`src/hdl/hyper_config.svh`:
```
/*
 * HyperBus controller build parameters
 * Client count, latency and command-address length
 */

`ifndef HYPER_CONFIG_SVH
`define HYPER_CONFIG_SVH

// Peer client ports sharing the bus
`define HYPER_NUM_CLIENTS 2

// Idle cycles between last command-address byte and first data byte
`define HYPER_LATENCY 4

// Command-address phase length in bytes
`define HYPER_CA_BYTES 6

`endif

```
`src/hdl/hyper_pkg.sv`:
```
/*
 * HyperBus controller types
 * Word, address, enable and request types plus the engine states
 */

package hyper_pkg;

    // 16 MB device addressed in 32-bit words
    typedef logic [31:0] word_t;
    typedef logic [21:0] word_addr_t;
    typedef logic [3:0]  byte_en_t;
    typedef logic [7:0]  bus_byte_t;

    // One single-word transaction as issued by a client
    typedef struct packed {
        logic       we;
        word_addr_t addr;
        word_t      wdata;
        byte_en_t   be;
    } hyper_req_t;

    typedef enum logic [2:0] {
        IDLE,
        CMD,
        LATENCY,
        WDATA,
        RDATA,
        CLOSE
    } xfer_state_t;

endpackage

```
`src/hdl/hyper_client_port.sv`:
```
/*
 * HyperBus client port
 * Holds one request until granted, then waits for finish and pulses done
 */

`timescale 1ns/100ps

module hyper_client_port (
    input  logic                  sys_clk,
    input  logic                  rst_i,
    input  logic                  req_i,
    input  hyper_pkg::hyper_req_t cmd_i,
    input  logic                  grant_i,
    input  logic                  finish_i,
    input  hyper_pkg::word_t      rdata_i,
    output logic                  pending_o,
    output hyper_pkg::hyper_req_t held_o,
    output logic                  busy_o,
    output logic                  done_o,
    output hyper_pkg::word_t      rdata_o
);
    import hyper_pkg::*;

    logic       pending_q;
    logic       inflight_q;
    logic       done_q;
    logic       accept;
    hyper_req_t held_q;
    word_t      rdata_q;

    // Strobes while busy are dropped
    assign accept = req_i && !busy_o;

    always_ff @(posedge sys_clk) begin
        if (rst_i) begin
            pending_q  <= 1'b0;
            inflight_q <= 1'b0;
            done_q     <= 1'b0;
        end else begin
            done_q <= 1'b0;
            if (accept) begin
                pending_q <= 1'b1;
            end else if (grant_i && pending_q) begin
                pending_q  <= 1'b0;
                inflight_q <= 1'b1;
            end
            if (finish_i && inflight_q) begin
                inflight_q <= 1'b0;
                done_q     <= 1'b1;
            end
        end
    end

    always_ff @(posedge sys_clk) begin
        if (accept) begin
            held_q <= cmd_i;
        end
        // Read word stays valid until the next read completes
        if (finish_i && inflight_q && !held_q.we) begin
            rdata_q <= rdata_i;
        end
    end

    assign pending_o = pending_q;
    assign held_o    = held_q;
    assign busy_o    = pending_q | inflight_q;
    assign done_o    = done_q;
    assign rdata_o   = rdata_q;

    a_done_pulse: assert property (
        @(posedge sys_clk) disable iff (rst_i) done_o |=> !done_o
    );

endmodule

```
`src/hdl/hyper_arbiter.sv`:
```
/*
 * HyperBus round-robin arbiter
 * Picks the next pending client, starts the engine and returns finish to the owner
 */

`timescale 1ns/100ps

`include "hyper_config.svh"

module hyper_arbiter (
    input  logic                                           sys_clk,
    input  logic                                           rst_i,
    input  logic [`HYPER_NUM_CLIENTS-1:0]                  pending_i,
    input  hyper_pkg::hyper_req_t [`HYPER_NUM_CLIENTS-1:0] held_i,
    input  logic                                           eng_idle_i,
    input  logic                                           eng_finish_i,
    output logic [`HYPER_NUM_CLIENTS-1:0]                  grant_o,
    output logic [`HYPER_NUM_CLIENTS-1:0]                  finish_o,
    output logic                                           start_o,
    output hyper_pkg::hyper_req_t                          req_o
);
    localparam int N     = `HYPER_NUM_CLIENTS;
    localparam int IDX_W = (N > 1) ? $clog2(N) : 1;

    logic             active_q;
    logic             start_q;
    logic [IDX_W-1:0] owner_q;
    logic [N-1:0]     grant_q;
    logic [N-1:0]     finish_q;
    logic             pick_valid;
    logic [IDX_W-1:0] pick_idx;
    logic             can_start;

    // Search starts one past the last owner
    always_comb begin
        int cand;
        pick_valid = 1'b0;
        pick_idx   = owner_q;
        for (int i = 1; i <= N; i++) begin
            cand = int'(owner_q) + i;
            if (cand >= N) begin
                cand = cand - N;
            end
            if (!pick_valid && pending_i[cand]) begin
                pick_valid = 1'b1;
                pick_idx   = IDX_W'(cand);
            end
        end
    end

    assign can_start = pick_valid && eng_idle_i && !active_q;

    // owner_q doubles as the last-owner pointer; reset value makes client 0 first
    always_ff @(posedge sys_clk) begin
        if (rst_i) begin
            active_q <= 1'b0;
            start_q  <= 1'b0;
            owner_q  <= IDX_W'(N - 1);
            grant_q  <= '0;
            finish_q <= '0;
        end else begin
            start_q  <= can_start;
            grant_q  <= '0;
            finish_q <= '0;
            if (can_start) begin
                active_q          <= 1'b1;
                owner_q           <= pick_idx;
                grant_q[pick_idx] <= 1'b1;
            end
            if (eng_finish_i) begin
                active_q          <= 1'b0;
                finish_q[owner_q] <= 1'b1;
            end
        end
    end

    assign grant_o  = grant_q;
    assign finish_o = finish_q;
    assign start_o  = start_q;
    assign req_o    = held_i[owner_q];

    a_grant_onehot: assert property (
        @(posedge sys_clk) disable iff (rst_i)
        (grant_o != '0) |-> ($onehot(grant_o) && ((grant_o & pending_i) == grant_o))
    );

endmodule

```
`src/hdl/hyper_xfer_engine.sv`:
```
/*
 * HyperBus transaction engine
 * Serialises one word request into command-address, latency and data phases
 */

`timescale 1ns/100ps

`include "hyper_config.svh"

module hyper_xfer_engine (
    input  logic                  sys_clk,
    input  logic                  rst_i,
    input  logic                  start_i,
    input  hyper_pkg::hyper_req_t req_i,
    output logic                  idle_o,
    output logic                  finish_o,
    output hyper_pkg::word_t      rdata_o,
    output logic                  hyper_cs_n_o,
    output hyper_pkg::bus_byte_t  hyper_dq_o,
    output logic                  hyper_dq_oe_o,
    output logic                  hyper_rwds_o,
    output logic                  hyper_rwds_oe_o,
    input  hyper_pkg::bus_byte_t  hyper_dq_i,
    input  logic                  hyper_rwds_i
);
    import hyper_pkg::*;

    localparam int BYTE_W     = $bits(bus_byte_t);
    localparam int WORD_BYTES = $bits(word_t) / BYTE_W;
    localparam int CA_W       = BYTE_W * `HYPER_CA_BYTES;
    localparam int CNT_MAX    = (`HYPER_CA_BYTES > `HYPER_LATENCY) ?
                                `HYPER_CA_BYTES : `HYPER_LATENCY;
    localparam int CNT_W      = $clog2(CNT_MAX) + 1;

    xfer_state_t      state_q;
    logic [CNT_W-1:0] cnt_q;
    logic [CA_W-1:0]  ca_q;
    logic             we_q;
    word_t            wdata_q;
    byte_en_t         be_q;
    word_t            rdata_q;

    always_ff @(posedge sys_clk) begin
        if (rst_i) begin
            state_q <= IDLE;
            cnt_q   <= '0;
        end else begin
            case (state_q)
                IDLE: begin
                    if (start_i) begin
                        state_q <= CMD;
                        cnt_q   <= '0;
                    end
                end
                CMD: begin
                    if (cnt_q == CNT_W'(`HYPER_CA_BYTES - 1)) begin
                        state_q <= LATENCY;
                        cnt_q   <= '0;
                    end else begin
                        cnt_q <= cnt_q + 1'b1;
                    end
                end
                LATENCY: begin
                    if (cnt_q == CNT_W'(`HYPER_LATENCY - 1)) begin
                        state_q <= we_q ? WDATA : RDATA;
                        cnt_q   <= '0;
                    end else begin
                        cnt_q <= cnt_q + 1'b1;
                    end
                end
                WDATA: begin
                    if (cnt_q == CNT_W'(WORD_BYTES - 1)) begin
                        state_q <= CLOSE;
                    end else begin
                        cnt_q <= cnt_q + 1'b1;
                    end
                end
                // Memory marks each valid byte with rwds
                RDATA: begin
                    if (hyper_rwds_i) begin
                        if (cnt_q == CNT_W'(WORD_BYTES - 1)) begin
                            state_q <= CLOSE;
                        end else begin
                            cnt_q <= cnt_q + 1'b1;
                        end
                    end
                end
                CLOSE: begin
                    state_q <= IDLE;
                end
                default: begin
                    state_q <= IDLE;
                end
            endcase
        end
    end

    always_ff @(posedge sys_clk) begin
        case (state_q)
            IDLE: begin
                if (start_i) begin
                    // Read flag on top, word address at the bottom
                    ca_q    <= {~req_i.we, {(CA_W - 1 - $bits(word_addr_t)){1'b0}}, req_i.addr};
                    we_q    <= req_i.we;
                    wdata_q <= req_i.wdata;
                    be_q    <= req_i.be;
                end
            end
            CMD: begin
                ca_q <= ca_q << BYTE_W;
            end
            WDATA: begin
                wdata_q <= wdata_q >> BYTE_W;
                be_q    <= be_q >> 1;
            end
            RDATA: begin
                if (hyper_rwds_i) begin
                    rdata_q <= {hyper_dq_i, rdata_q[$bits(word_t)-1:BYTE_W]};
                end
            end
            default: begin
            end
        endcase
    end

    assign idle_o   = (state_q == IDLE);
    assign finish_o = (state_q == CLOSE);
    assign rdata_o  = rdata_q;

    assign hyper_cs_n_o    = (state_q == IDLE) || (state_q == CLOSE);
    assign hyper_dq_o      = (state_q == WDATA) ? wdata_q[BYTE_W-1:0] : ca_q[CA_W-1 -: BYTE_W];
    assign hyper_dq_oe_o   = (state_q == CMD) || (state_q == WDATA);
    // High rwds masks the byte on writes
    assign hyper_rwds_o    = ~be_q[0];
    assign hyper_rwds_oe_o = (state_q == WDATA);

    a_idle_bus: assert property (
        @(posedge sys_clk) disable iff (rst_i)
        (state_q == IDLE) |-> (hyper_cs_n_o && !hyper_dq_oe_o && !hyper_rwds_oe_o)
    );

endmodule

```
`src/hdl/hyper_ctrl_top.sv`:
```
/*
 * HyperBus controller top level
 * Client ports share one transaction engine through a round-robin arbiter
 */

`timescale 1ns/100ps

`include "hyper_config.svh"

module hyper_ctrl_top (
    input  logic                                           sys_clk,
    input  logic                                           rst_i,
    input  logic [`HYPER_NUM_CLIENTS-1:0]                  cl_req_i,
    input  hyper_pkg::hyper_req_t [`HYPER_NUM_CLIENTS-1:0] cl_cmd_i,
    output logic [`HYPER_NUM_CLIENTS-1:0]                  cl_busy_o,
    output logic [`HYPER_NUM_CLIENTS-1:0]                  cl_done_o,
    output hyper_pkg::word_t [`HYPER_NUM_CLIENTS-1:0]      cl_rdata_o,
    output logic                                           hyper_cs_n_o,
    output hyper_pkg::bus_byte_t                           hyper_dq_o,
    output logic                                           hyper_dq_oe_o,
    output logic                                           hyper_rwds_o,
    output logic                                           hyper_rwds_oe_o,
    input  hyper_pkg::bus_byte_t                           hyper_dq_i,
    input  logic                                           hyper_rwds_i
);
    import hyper_pkg::*;

    logic [`HYPER_NUM_CLIENTS-1:0]       pending;
    hyper_req_t [`HYPER_NUM_CLIENTS-1:0] held;
    logic [`HYPER_NUM_CLIENTS-1:0]       grant;
    logic [`HYPER_NUM_CLIENTS-1:0]       finish;
    logic                                eng_start;
    hyper_req_t                          eng_req;
    logic                                eng_idle;
    logic                                eng_finish;
    word_t                               eng_rdata;

    for (genvar i = 0; i < `HYPER_NUM_CLIENTS; i++) begin : g_port
        hyper_client_port u_port (
            .sys_clk   (sys_clk),
            .rst_i     (rst_i),
            .req_i     (cl_req_i[i]),
            .cmd_i     (cl_cmd_i[i]),
            .grant_i   (grant[i]),
            .finish_i  (finish[i]),
            .rdata_i   (eng_rdata),
            .pending_o (pending[i]),
            .held_o    (held[i]),
            .busy_o    (cl_busy_o[i]),
            .done_o    (cl_done_o[i]),
            .rdata_o   (cl_rdata_o[i])
        );
    end

    hyper_arbiter u_arbiter (
        .sys_clk      (sys_clk),
        .rst_i        (rst_i),
        .pending_i    (pending),
        .held_i       (held),
        .eng_idle_i   (eng_idle),
        .eng_finish_i (eng_finish),
        .grant_o      (grant),
        .finish_o     (finish),
        .start_o      (eng_start),
        .req_o        (eng_req)
    );

    hyper_xfer_engine u_engine (
        .sys_clk         (sys_clk),
        .rst_i           (rst_i),
        .start_i         (eng_start),
        .req_i           (eng_req),
        .idle_o          (eng_idle),
        .finish_o        (eng_finish),
        .rdata_o         (eng_rdata),
        .hyper_cs_n_o    (hyper_cs_n_o),
        .hyper_dq_o      (hyper_dq_o),
        .hyper_dq_oe_o   (hyper_dq_oe_o),
        .hyper_rwds_o    (hyper_rwds_o),
        .hyper_rwds_oe_o (hyper_rwds_oe_o),
        .hyper_dq_i      (hyper_dq_i),
        .hyper_rwds_i    (hyper_rwds_i)
    );

endmodule

```
`config.mk`:
```
export PLATFORM = sky130hd
export DESIGN_NAME = hyper_ctrl_top
export DESIGN_NICKNAME = d
export VERILOG_FILES = /design/src/hdl/hyper_pkg.sv /design/src/hdl/hyper_client_port.sv /design/src/hdl/hyper_arbiter.sv /design/src/hdl/hyper_xfer_engine.sv /design/src/hdl/hyper_ctrl_top.sv
export VERILOG_INCLUDE_DIRS = /design/src /design/src/hdl
export SDC_FILE = /design/constraint.sdc
export NUM_CORES = 1
export LEC_CHECK = 0
export ABC_AREA = 1
export ABC_CLOCK_PERIOD_IN_PS = 7400
export BUFFER_PORTS_ARGS = -buffer_cell sky130_fd_sc_hd__buf_4
export CORE_UTILIZATION = 55
export DETAILED_ROUTE_END_ITERATION = 16
export GPL_TIMING_DRIVEN = 0
export PLACE_DENSITY = 0.79
export RECOVER_POWER = 100
export SYNTH_ARGS = -nofsm -noshare
export SYNTH_HDL_FRONTEND = slang
export SYNTH_SLANG_ARGS = --single-unit
```
`constraint.sdc`:
```
create_clock -name sys_clk -period 7.4 [get_ports sys_clk]
set_clock_uncertainty 0.05 [all_clocks]
set_input_delay 0 -clock sys_clk [delete_from_list [all_inputs] [get_ports sys_clk]]
set_output_delay 0 -clock sys_clk [all_outputs]
set_load 0.005 [all_outputs]
```
* Yosys cells after proc, flatten, opt, wreduce, memory -nomap -nowiden
Cells that the tools add are included.
** Storage, ports and cells
- Word-level logic and storage cells :: 144
- Register bits :: 319
- Input bits :: 131
- Output and inout bits :: 80
** Cells by class
- $lt $le $gt $ge :: 8
- Eq/ne operators :: 11
- Mux-type cells :: 44
- $add $sub $neg :: 5
- Reductions and logical operators :: 40
- Bitwise gates (word level) :: 8
** Operators by type and width (count)
- 59-bit 2-to-1 mux :: 2
- 32-bit 2-to-1 mux :: 3
- 48-bit case mux with 2 select lines :: 1
- 32-bit by 3-bit >= comparator with 1-bit output, second input constant :: 2
- 32-bit by 3-bit < comparator with 1-bit output, second input constant :: 2
- 32-bit case mux with 2 select lines :: 1
- 32-bit by 3-bit subtractor with 32-bit output, second input constant :: 2
- 48-bit 2-to-1 mux :: 1
- 4-bit 2-to-1 mux :: 6
- 4-bit case mux with 5 select lines :: 1
- 1-bit 2-to-1 mux :: 18
- 3-bit 2-to-1 mux :: 6
- 3-bit case mux with 5 select lines :: 1
- 1-bit logical AND :: 13
- 2-bit AND reduction :: 6
- 2-bit OR reduction :: 5
- 8-bit 2-to-1 mux :: 1
- 4-bit case mux with 2 select lines :: 1
- 2-bit nonzero test :: 4
- 3-bit by 2-bit equality test with 1-bit output, second input constant :: 2
- 3-bit equality test, second input constant :: 2
- 1-bit zero test :: 6
- 1-bit NOT :: 6
- 5-bit nonzero test :: 1
- other kinds (16) :: 23

* Logic depth before layout (Yosys ltp)
Gate-level depths: netlist of run 1.
- Depth in word-level cells :: 14
- Mapped depth :: 9

* Hierarchy
Synthesis of run 1 repeated with hierarchy kept, for this count alone.
** Second synthesis, totals
- Cells, all modules :: 909
- Area total of the unflattened synthesis :: 11810.1 sq um
** By module, submodules not included
- hyper_client_port :: area each 2856.5 sq um, sequential area each 2792.7 sq um, cells an instance 108, times used 2
- hyper_xfer_engine :: area each 5078.6 sq um, sequential area each 3653.5 sq um, cells an instance 468, times used 1
- hyper_arbiter :: area each 1018.5 sq um, sequential area each 140.1 sq um, cells an instance 225, times used 1

* Worst setup path after synthesis of run 1
OpenSTA, ideal clock, no wires.
- Path type :: register to register
- From :: reg u_engine.state_q[0]
- To :: reg u_engine.ca_q[0], enable pin
- Setup time :: 0.520 ns
- Arrival time :: 4.127 ns
- Stages on the path, launching flop included :: 4
- Slack :: 2.703 ns
- Clock period less this slack :: 4.697 ns
- Required time :: 6.830 ns
- Cells stage by stage :: dfxtp_1 -> nor2_2 -> nand2_1 -> o21ai_0
** On the way
- Longest elaborated chain between the ends :: 3
- Elaborated cells on any way between the ends :: 5
** Ends and longest elaborated chain
- from (decl) :: line hyper_xfer_engine.sv:35 : xfer_state_t state_q;
- from (signal assigned) :: line hyper_xfer_engine.sv:65 : state_q <= we_q ? WDATA : RDATA;
- 3-bit by 1-bit equality test with 1-bit output or 3-bit zero test (tied branches) :: line hyper_xfer_engine.sv:99 : case (state_q)
- 2-bit nonzero test (no line) or 2-bit inequality test (tied branches)
- 2-bit AND reduction (no line) *
- to (signal assigned) :: line hyper_xfer_engine.sv:103 : ca_q <= {~req_i.we, {(CA_W - 1 - $bits(word_addr_t)){1'b0}}, req_i.addr};
- to (signal assigned) :: line hyper_xfer_engine.sv:110 : ca_q <= ca_q << BYTE_W;
- to (decl) :: line hyper_xfer_engine.sv:37 : logic [CA_W-1:0] ca_q;
Every way passes the cells marked *; elsewhere a longest branch is shown, timed or not.
A chain may end at the register's enable or synchronous reset.

* Worst setup path in the final report of run 1
- From :: reg u_engine.state_q[0]
- To :: reg u_engine.ca_q[15], enable pin
Same word-level chain as after synthesis.

==> out/summary.md, run 1 <==
In the final routed layout, each cell accounts on average for 20.2 µm. The number of max-cap violations was 7; the share of cells above drive strength 1 was 19.7%. For the post-synthesis instance total, the log shows 832. The worst setup path is launched from a register.

The number of buffers inserted by port buffering came out at 209. The tools report the root cell of the clock tree as clkbuf_16. Dominant combinational cell family by area after synthesis: simple AND/OR/NAND/NOR gates. The area fraction in compound gates after synthesis came out at 3.06%. The run gives 1.31 mW as the total net switching power.

Portion of total power attributed to combinational logic: 17.4%. In this run the most critical hold path is launched from cl_cmd_i[88]. Each instance of the synthesized netlist takes up on average 14.0 µm².

The tools report the total routing usage reported by global routing as 28.1%. By count the netlist is led by edfxtp_1, nand2_1, nor2_1. The number of enable flip-flop cells after synthesis is 299, and the final cell utilization of the core is 76.2%. Synthesis instantiated 27 different standard cells from the library. The tools report the synthesized netlist net count as 965. The number of antenna violations at the first check in global routing was 2; the part of the cycle the worst path needs was 57.4%. The via count normalized by instance count was 5.50. Data arrives at the worst endpoint at 4.44 ns.

The simple logic cell fraction of the synthesized area is 11.9%, and the global-route congestion overflow total is 0. The cell type with the largest total area after synthesis is edfxtp_1. In this run the remaining antenna-violating nets after routing total 0.

After floorplanning, the core was divided into 52 placement rows. Class of the tightest hold or removal check: in2reg. The proportion of synthesized chip area in sequential cells was 80.8%; the share of synthesized cell area in full adder, half adder and majority cells was 0.216%. Measured against its own limit, the worst slew margin works out to -149%.

The top cell type by area accounts for 77.3% of the synthesized area. Summed over all cells, the static leakage comes to 6.19 nW. The tools report the hold violation count in the final report as 0. In this run the standard cell core region covers 20500 µm². The tools report the clock insertion delay at the later pin of the skew report as 0.56 ns. On the worst path, the slowest cell contributes a delay of 2.78 ns. The logs give 0 for the total of warnings raised by yosys and 0.213 mV for the worst supply voltage drop on vdd. The fraction of power spent switching nets is 27.5%, and the number of flip-flops and latches in the synthesized netlist is 319. After clock tree synthesis, the repair step resized 0 gates.

Kind of critical path: reg2reg. After the flow finishes, the layout carries non-filler instances totaling 1499. For the number of levels the H-tree was split into, the log shows 1. The signal on the critical path passes through nor2_1 > nand2_1 > o21ai_0 > buf_16.

The largest fanout on the critical path works out to 26. The run gives 5 as the number of detailed-route iterations in the first pass. The slew at the pin with the worst max-slew slack is 3.70 ns, and the fraction of registers with async set/reset is 0%. In this run the worst setup path begins at u_engine.state_q[0]. The sum of negative setup slack was 0 ns.

The power density normalized to cell area works out to 304 nW/µm². The first global-routing pass estimated 45800 µm of wire. For the I/O pin count, the log shows 211.

Fill cells in the final layout number 1109. In the post-synthesis netlist, the cell with the most instances is edfxtp_1. For the count of endpoints failing setup in the final report, the log shows 0. In this run the critical register-to-register path is launched from u_engine.state_q[0].

The die is 147 µm wide. Detailed placement finished with a half-perimeter wire length of 15400 µm. Number of max-slew violations in the final report: 213.

Measured against the total synthesized area, the mux share comes to 0.0862%. The floorplan step set the die height to 147 µm. For the worst setup path, the data required time is 7.59 ns. The tools report the mapped cell area as 11600 µm². The final reports fail on capacitance limit, slew limit.

Clock tree synthesis found a total of 319 sinks. Via total after detailed routing: 8241. Most frequently used flop master after synthesis: edfxtp_1. The final period demand of the worst path was 4.25 ns. The maximum number of pins on one net before global-route repair is 42. TritonCTS created 30 clock buffers. The flow ran to the end, but the final reports show violations. The buffer levels on the longest clock path was 3. The clock power share was 30.5%.

After synthesis, the cell types taking the most area are edfxtp_1, nand2_1, dfxtp_1. For this block, the initial DRC count from the detailed router was 834. Setup repair after global routing left no endpoint under its margin. Summed over all layers, the routed wires come to 30300 µm. The area growth from synthesis to layout is 34.4%.

The slowest library cell on the worst path is o21ai_0. Xor/xnor share of the synthesized area: 0%. The via count of the first global-routing pass was 8377; the cell count after placement was 1315.

The run gives 52.1% as the power share of the sequential group. TritonCTS built the clock tree. The die covers 21700 µm². The upper clock frequency limit was 235 MHz; the initial core utilization was 56.7%. The run gives 3.44 mW as the internal power summed over all cells. After clock tree synthesis, the clock-pin slew on the worst setup and hold paths is 0.07 ns.

The multi-input gate area in the final layout came out at 1740 µm². For the area used by sequential logic in the layout, the log shows 9380 µm². The worst setup path is captured at a register.

The tools report the layout net count as 1339. For this run, design rule violations remaining after detail routing come to 0. At the end of routability-driven placement, the weighted congestion stood at 0.800.
per-stage QoR:
step	hold slack (ns)	power, mW	worst slack [ns]	cell area [µm²]
after floorplan	0.0489	2.93	2.70	11600
after global placement	0.129	3.20	1.34	13500
after detailed placement	0.129	3.25	5.13	13700
after CTS	0.0116	4.72	5.11	15900
after global routing	0.120	4.91	2.84	15600
final	0.123	4.74	3.15	15600
sequential cells by signal (all words and copies together), names as in the netlist, 2 cells and up:
name / cells
g_port.u_port.done_o: 2
g_port.u_port.inflight_q: 2
g_port.u_port.rdata_o: 64
u_arbiter.grant_o: 2
u_engine.ca_q: 48
u_arbiter.finish_o: 2
u_engine.wdata_q: 32
u_engine.cnt_q: 4
g_port.u_port.pending_o: 2
u_engine.state_q: 3
u_engine.rdata_o: 32
g_port.u_port.held_o: 118
u_engine.be_q: 4
worst max-delay path, delay by kind of cell, from the launching register on:
kind / cells / cell delay, ns
compound gates: 1 / 2.78
buf+inv: 1 / 0.19
flops: 1 / 0.38
simple gates: 2 / 0.51
layout make-up:
type,instances,share of cell area (%)
antenna,2,0.0321
buffer,32,1.04
clock buffer,38,5.14
clock inverter,15,0.681
inverter,73,1.76
multi-input combinational,408,11.2
sequential,319,60.1
tap,270,2.16
timing repair buffer,342,17.9
what timing repair did:
action | CTS | global route
hold buffers | 129 | 0
buffers inserted | 0 | 0
hold endpoints to repair | 140 | 0
placed cells by master (no fill, tap or decap), types with 6 or more instances in the layout:
master,instances
a31oi_1,41
nand2_1,215
dfxtp_1,20
buf_4,10
a21oi_1,10
nand3_1,22
clkinv_2,6
clkbuf_1,58
clkbuf_16,31
clkinv_1,6
inv_1,71
clkbuf_4,176
o21ai_0,9
dlygate4sd3_1,129
edfxtp_1,299
nor2_1,99
kinds of logic (layout without fill, tap and decap cells):
kind of cell             Yosys count  in the layout
buffers and inverters            105            500
multiplexers                       1              1
flip-flops                       319            319
AO/OA/AOI/OAI                     60             60
other                              0              2
AND/OR/NAND/NOR                  345            345
adder cells (fa/ha/maj)            2              2
metal layers:
metal | up-vias | wire (µm) | GRT usage [%]
met3 | 106 | 3080 | 6.49
met5 | - | 0 | 0
met4 | 0 | 1200 | 12.2
met2 | 616 | 15000 | 47.7
li1 | 3614 | - | -
met1 | 3905 | 11000 | 34.5
worst paths after layout:
| check | end | cells after the start | slack (ns) |
|---|---|---|---|
| worst max-delay path | u_engine.ca_q[15] | 4 | 3.15 |
| worst min-delay path | g_port[1].u_port.held_o[29] | 2 | 0.12 |
| worst max register to register | u_engine.ca_q[15] | 4 | 3.15 |
| worst min register to register | g_port[1].u_port.rdata_o[5] | 0 | 0.41 |
power groups by stage:
stage                     registers (mW)  clock network [mW]  logic [mW]
after floorplan                     2.47                   0       0.460
after global placement              2.50                   0       0.698
after detailed placement            2.48                   0       0.769
after CTS                           2.45                1.44       0.832
after global routing                2.49                1.52       0.898
final                               2.47                1.45       0.824
Note: power is estimated with default switching activity, not from simulation.
==> inputs of run 2 (changes only) <==
ABC_CLOCK_PERIOD_IN_PS = 3500   (was 7400)
CORE_UTILIZATION = 50   (was 55)
PLACE_DENSITY = 0.76   (was 0.79)
clock period = 3.5 ns   (was 7.4 ns; I/O delays follow)
==> out/summary.md, run 2 (same netlist as run 1, synthesis figures left out) <==
The estimated wirelength of the detail-placed design was 15700 µm; the final weighted congestion in routability-driven placement was 0.788. After clock tree synthesis, the clock-pin slew on the worst setup and hold paths is 0.07 ns. TritonCTS built the clock tree. The logs give 364 MHz for the upper clock frequency limit and 3 for the number of max-cap violations. The longest clock path from root to sink contains 3 buffers. The share of cells above drive strength 1 was 20.4%.

The largest single stage delay on the critical path is 0.48 ns. At the pin with the least slew margin, the transition time is 1.85 ns. For the worst setup slack after placement, the log shows 1.19 ns. The number of flip-flops under the largest register name was 118.

The final reports fail on capacitance limit, slew limit. Post-route total power: 10.5 mW. The run gives 0 as the number of antenna violations at the first check in global routing. The largest fanout on the critical path is 10, and the number of diodes added for antenna fixing is 0. The number of max-slew violations in the final report was 99. The element type at the critical path end is an output pin. In the post-route analysis, the smallest setup slack over all paths is 0.751 ns.

The run finished, with violations left. The kind of cell adding the most delay to the critical path was buffers and inverters. Slowest library cell on the worst path: clkbuf_1.

In the routed layout, each cell is associated on average with a via count of 5.27. For the required time at the endpoint of the critical path, the log shows 3.45 ns. The run gives 42 as the maximum number of pins on one net before global-route repair. The cell occurring most often along the worst timing path was nand2_1. The analysis attributes to cell leakage a power of 6.27 nW. IR analysis of the VDD net gives a maximum drop of 0.435 mV.

The remaining design rule violation count was 0. Layout net count: 1340. The first global-routing pass estimated 42500 µm of wire. The tools report the count of endpoints failing setup in the final report as 0.

The first TritonRoute pass finished after 7 iterations. Dividing the detail-routed wire length by the instance count gives 18.6 µm. The signal on the critical path passes through inv_1 > nand3_1 > clkbuf_1 > clkinv_1 > nand2_1 > nand2_1 > clkbuf_4. In the final layout, the multi-input gates occupy 1780 µm². The worst path uses 78.6% of the clock period. The die is 154 µm tall. Across every metal layer, demand over resource in global routing totals 23.7%. STA classifies the critical path startpoint as a register. The class of the tightest hold or removal check is in2reg. Across the whole layout, storage elements account for 9380 µm². The tools report the root cell of the clock tree as clkbuf_16. The via count of the first global-routing pass is 7873, and the number of levels the H-tree was split into is 1. The clock insertion delay at the later pin of the skew report was 0.56 ns. For this design the ratio of total power to cell area is 660 nW/µm². Buffers inserted during clock tree synthesis total 30.

Summed over all layers, the routed wires come to 28200 µm. In this run the standard cell core region covers 22700 µm². Width of the chip: 154 µm.

The die covers 23800 µm². 211 I/O pins were placed. The critical path runs through a total of 7 cells. Global routing finished with a remaining overflow of 0. For the number of nets with antenna violations after routing, the log shows 0. Port buffering added 209 buffers.

Measured in cells, the most critical reg-to-reg path has a length of 6. Along the worst hold path, the cell count comes to 2. Instance area after placement: 13700 µm².

The kind of critical path was reg2out. The worst relative slew slack is -23.7%. Setup repair after global routing left no endpoint under its margin. Total clock sinks: 319.

In this run, post-CTS repair resized a total of 0 instances. Counting both buffers and inverters, the worst setup path holds a total of 4. The number of violations reported at the end of detailed-routing iteration 0 is 659, and the initial core utilization is 51.1%. The filler cells instantiated in the layout total 1358. With fillers left out, the area of the finished cells amounts to 15800 µm². The tools report the via total after detailed routing as 7981.

The area overhead of the layout relative to synthesis works out to 36.3%. After floorplanning, the core was divided into 55 placement rows. For the worst setup path, the data arrival time is 2.70 ns. Subtracting the final worst setup slack from the clock period gives 2.75 ns. The commonest non-fill, non-tap cell in the layout was edfxtp_1.

In the layout the commonest cells are edfxtp_1, nand2_1, clkbuf_4. The tools report the hold violation count in the final report as 0.
==> run 2: cell types whose count changed in the layout (fill, tap and decap cells not counted), sizes merged <==
| cell | change |
|---|---|
| buf | +1 |
| diode | -2 |
| bufinv | +6 |
| inv | +2 |
| clkbuf | -1 |
| clkinv | -5 |
==> run 2: area by class of cell <==
class	instances	share of cell area [%]
Tap cell	285	2.25
Timing Repair Buffer	343	17.8
Clock buffer	37	4.91
Multi-Input combinational cell	408	11.2
Buffer	32	1.03
Inverter	73	1.73
Clock inverter	18	1.84
Sequential cell	319	59.3
==> run 2: routing by layer <==
| metal | GRT usage [%] | vias to the layer above | share of wire (%) |
|---|---|---|---|
| met4 | 8.39 | 0 | 3.2 |
| met1 | 29.8 | 3729 | 37 |
| met3 | 5.27 | 74 | 11 |
| li1 | - | 3618 | - |
| met5 | 0 | - | 0 |
| met2 | 40.6 | 560 | 49 |
==> run 2: stage by stage <==
step | instances | TNS, ns | hold slack (ns) | utilization (%)
after floorplan | 832 | 0 | 0.0489 | -
after global placement | 1326 | -53.45 | 0.129 | 59.6
after detailed placement | 1331 | 0 | 0.129 | 60.3
after CTS | 1515 | 0 | 0.0196 | 70.7
after global routing | 1515 | 0 | 0.113 | 69.7
final | 1515 | 0 | 0.117 | 69.7
==> run 2: final timing paths <==
check                            from                     endpoint  slack [ns]
setup reg to reg  u_engine.state_q[0]             u_engine.ca_q[8]        0.81
hold / removal           cl_cmd_i[62]   g_port[1].u_port.held_o[3]        0.12
hold reg to reg   u_engine.rdata_o[4]  g_port[0].u_port.rdata_o[4]        0.40
setup / recovery  u_engine.state_q[2]                hyper_dq_o[6]        0.75
==> run 2: timing repair <==
action                                 CTS  global route
hold buffers                           129             0
endpoints found under the hold margin  172             0
buffers inserted                         0             0
==> run 2: power breakdown <==
| part | switching [mW] | total, mW | internal [mW] |
|---|---|---|---|
| logic | 1.12 | 1.74 | 0.619 |
| registers | 0.215 | 5.18 | 4.97 |
| clock network | 1.42 | 3.53 | 2.11 |
| total | 2.76 | 10.5 | 7.69 |
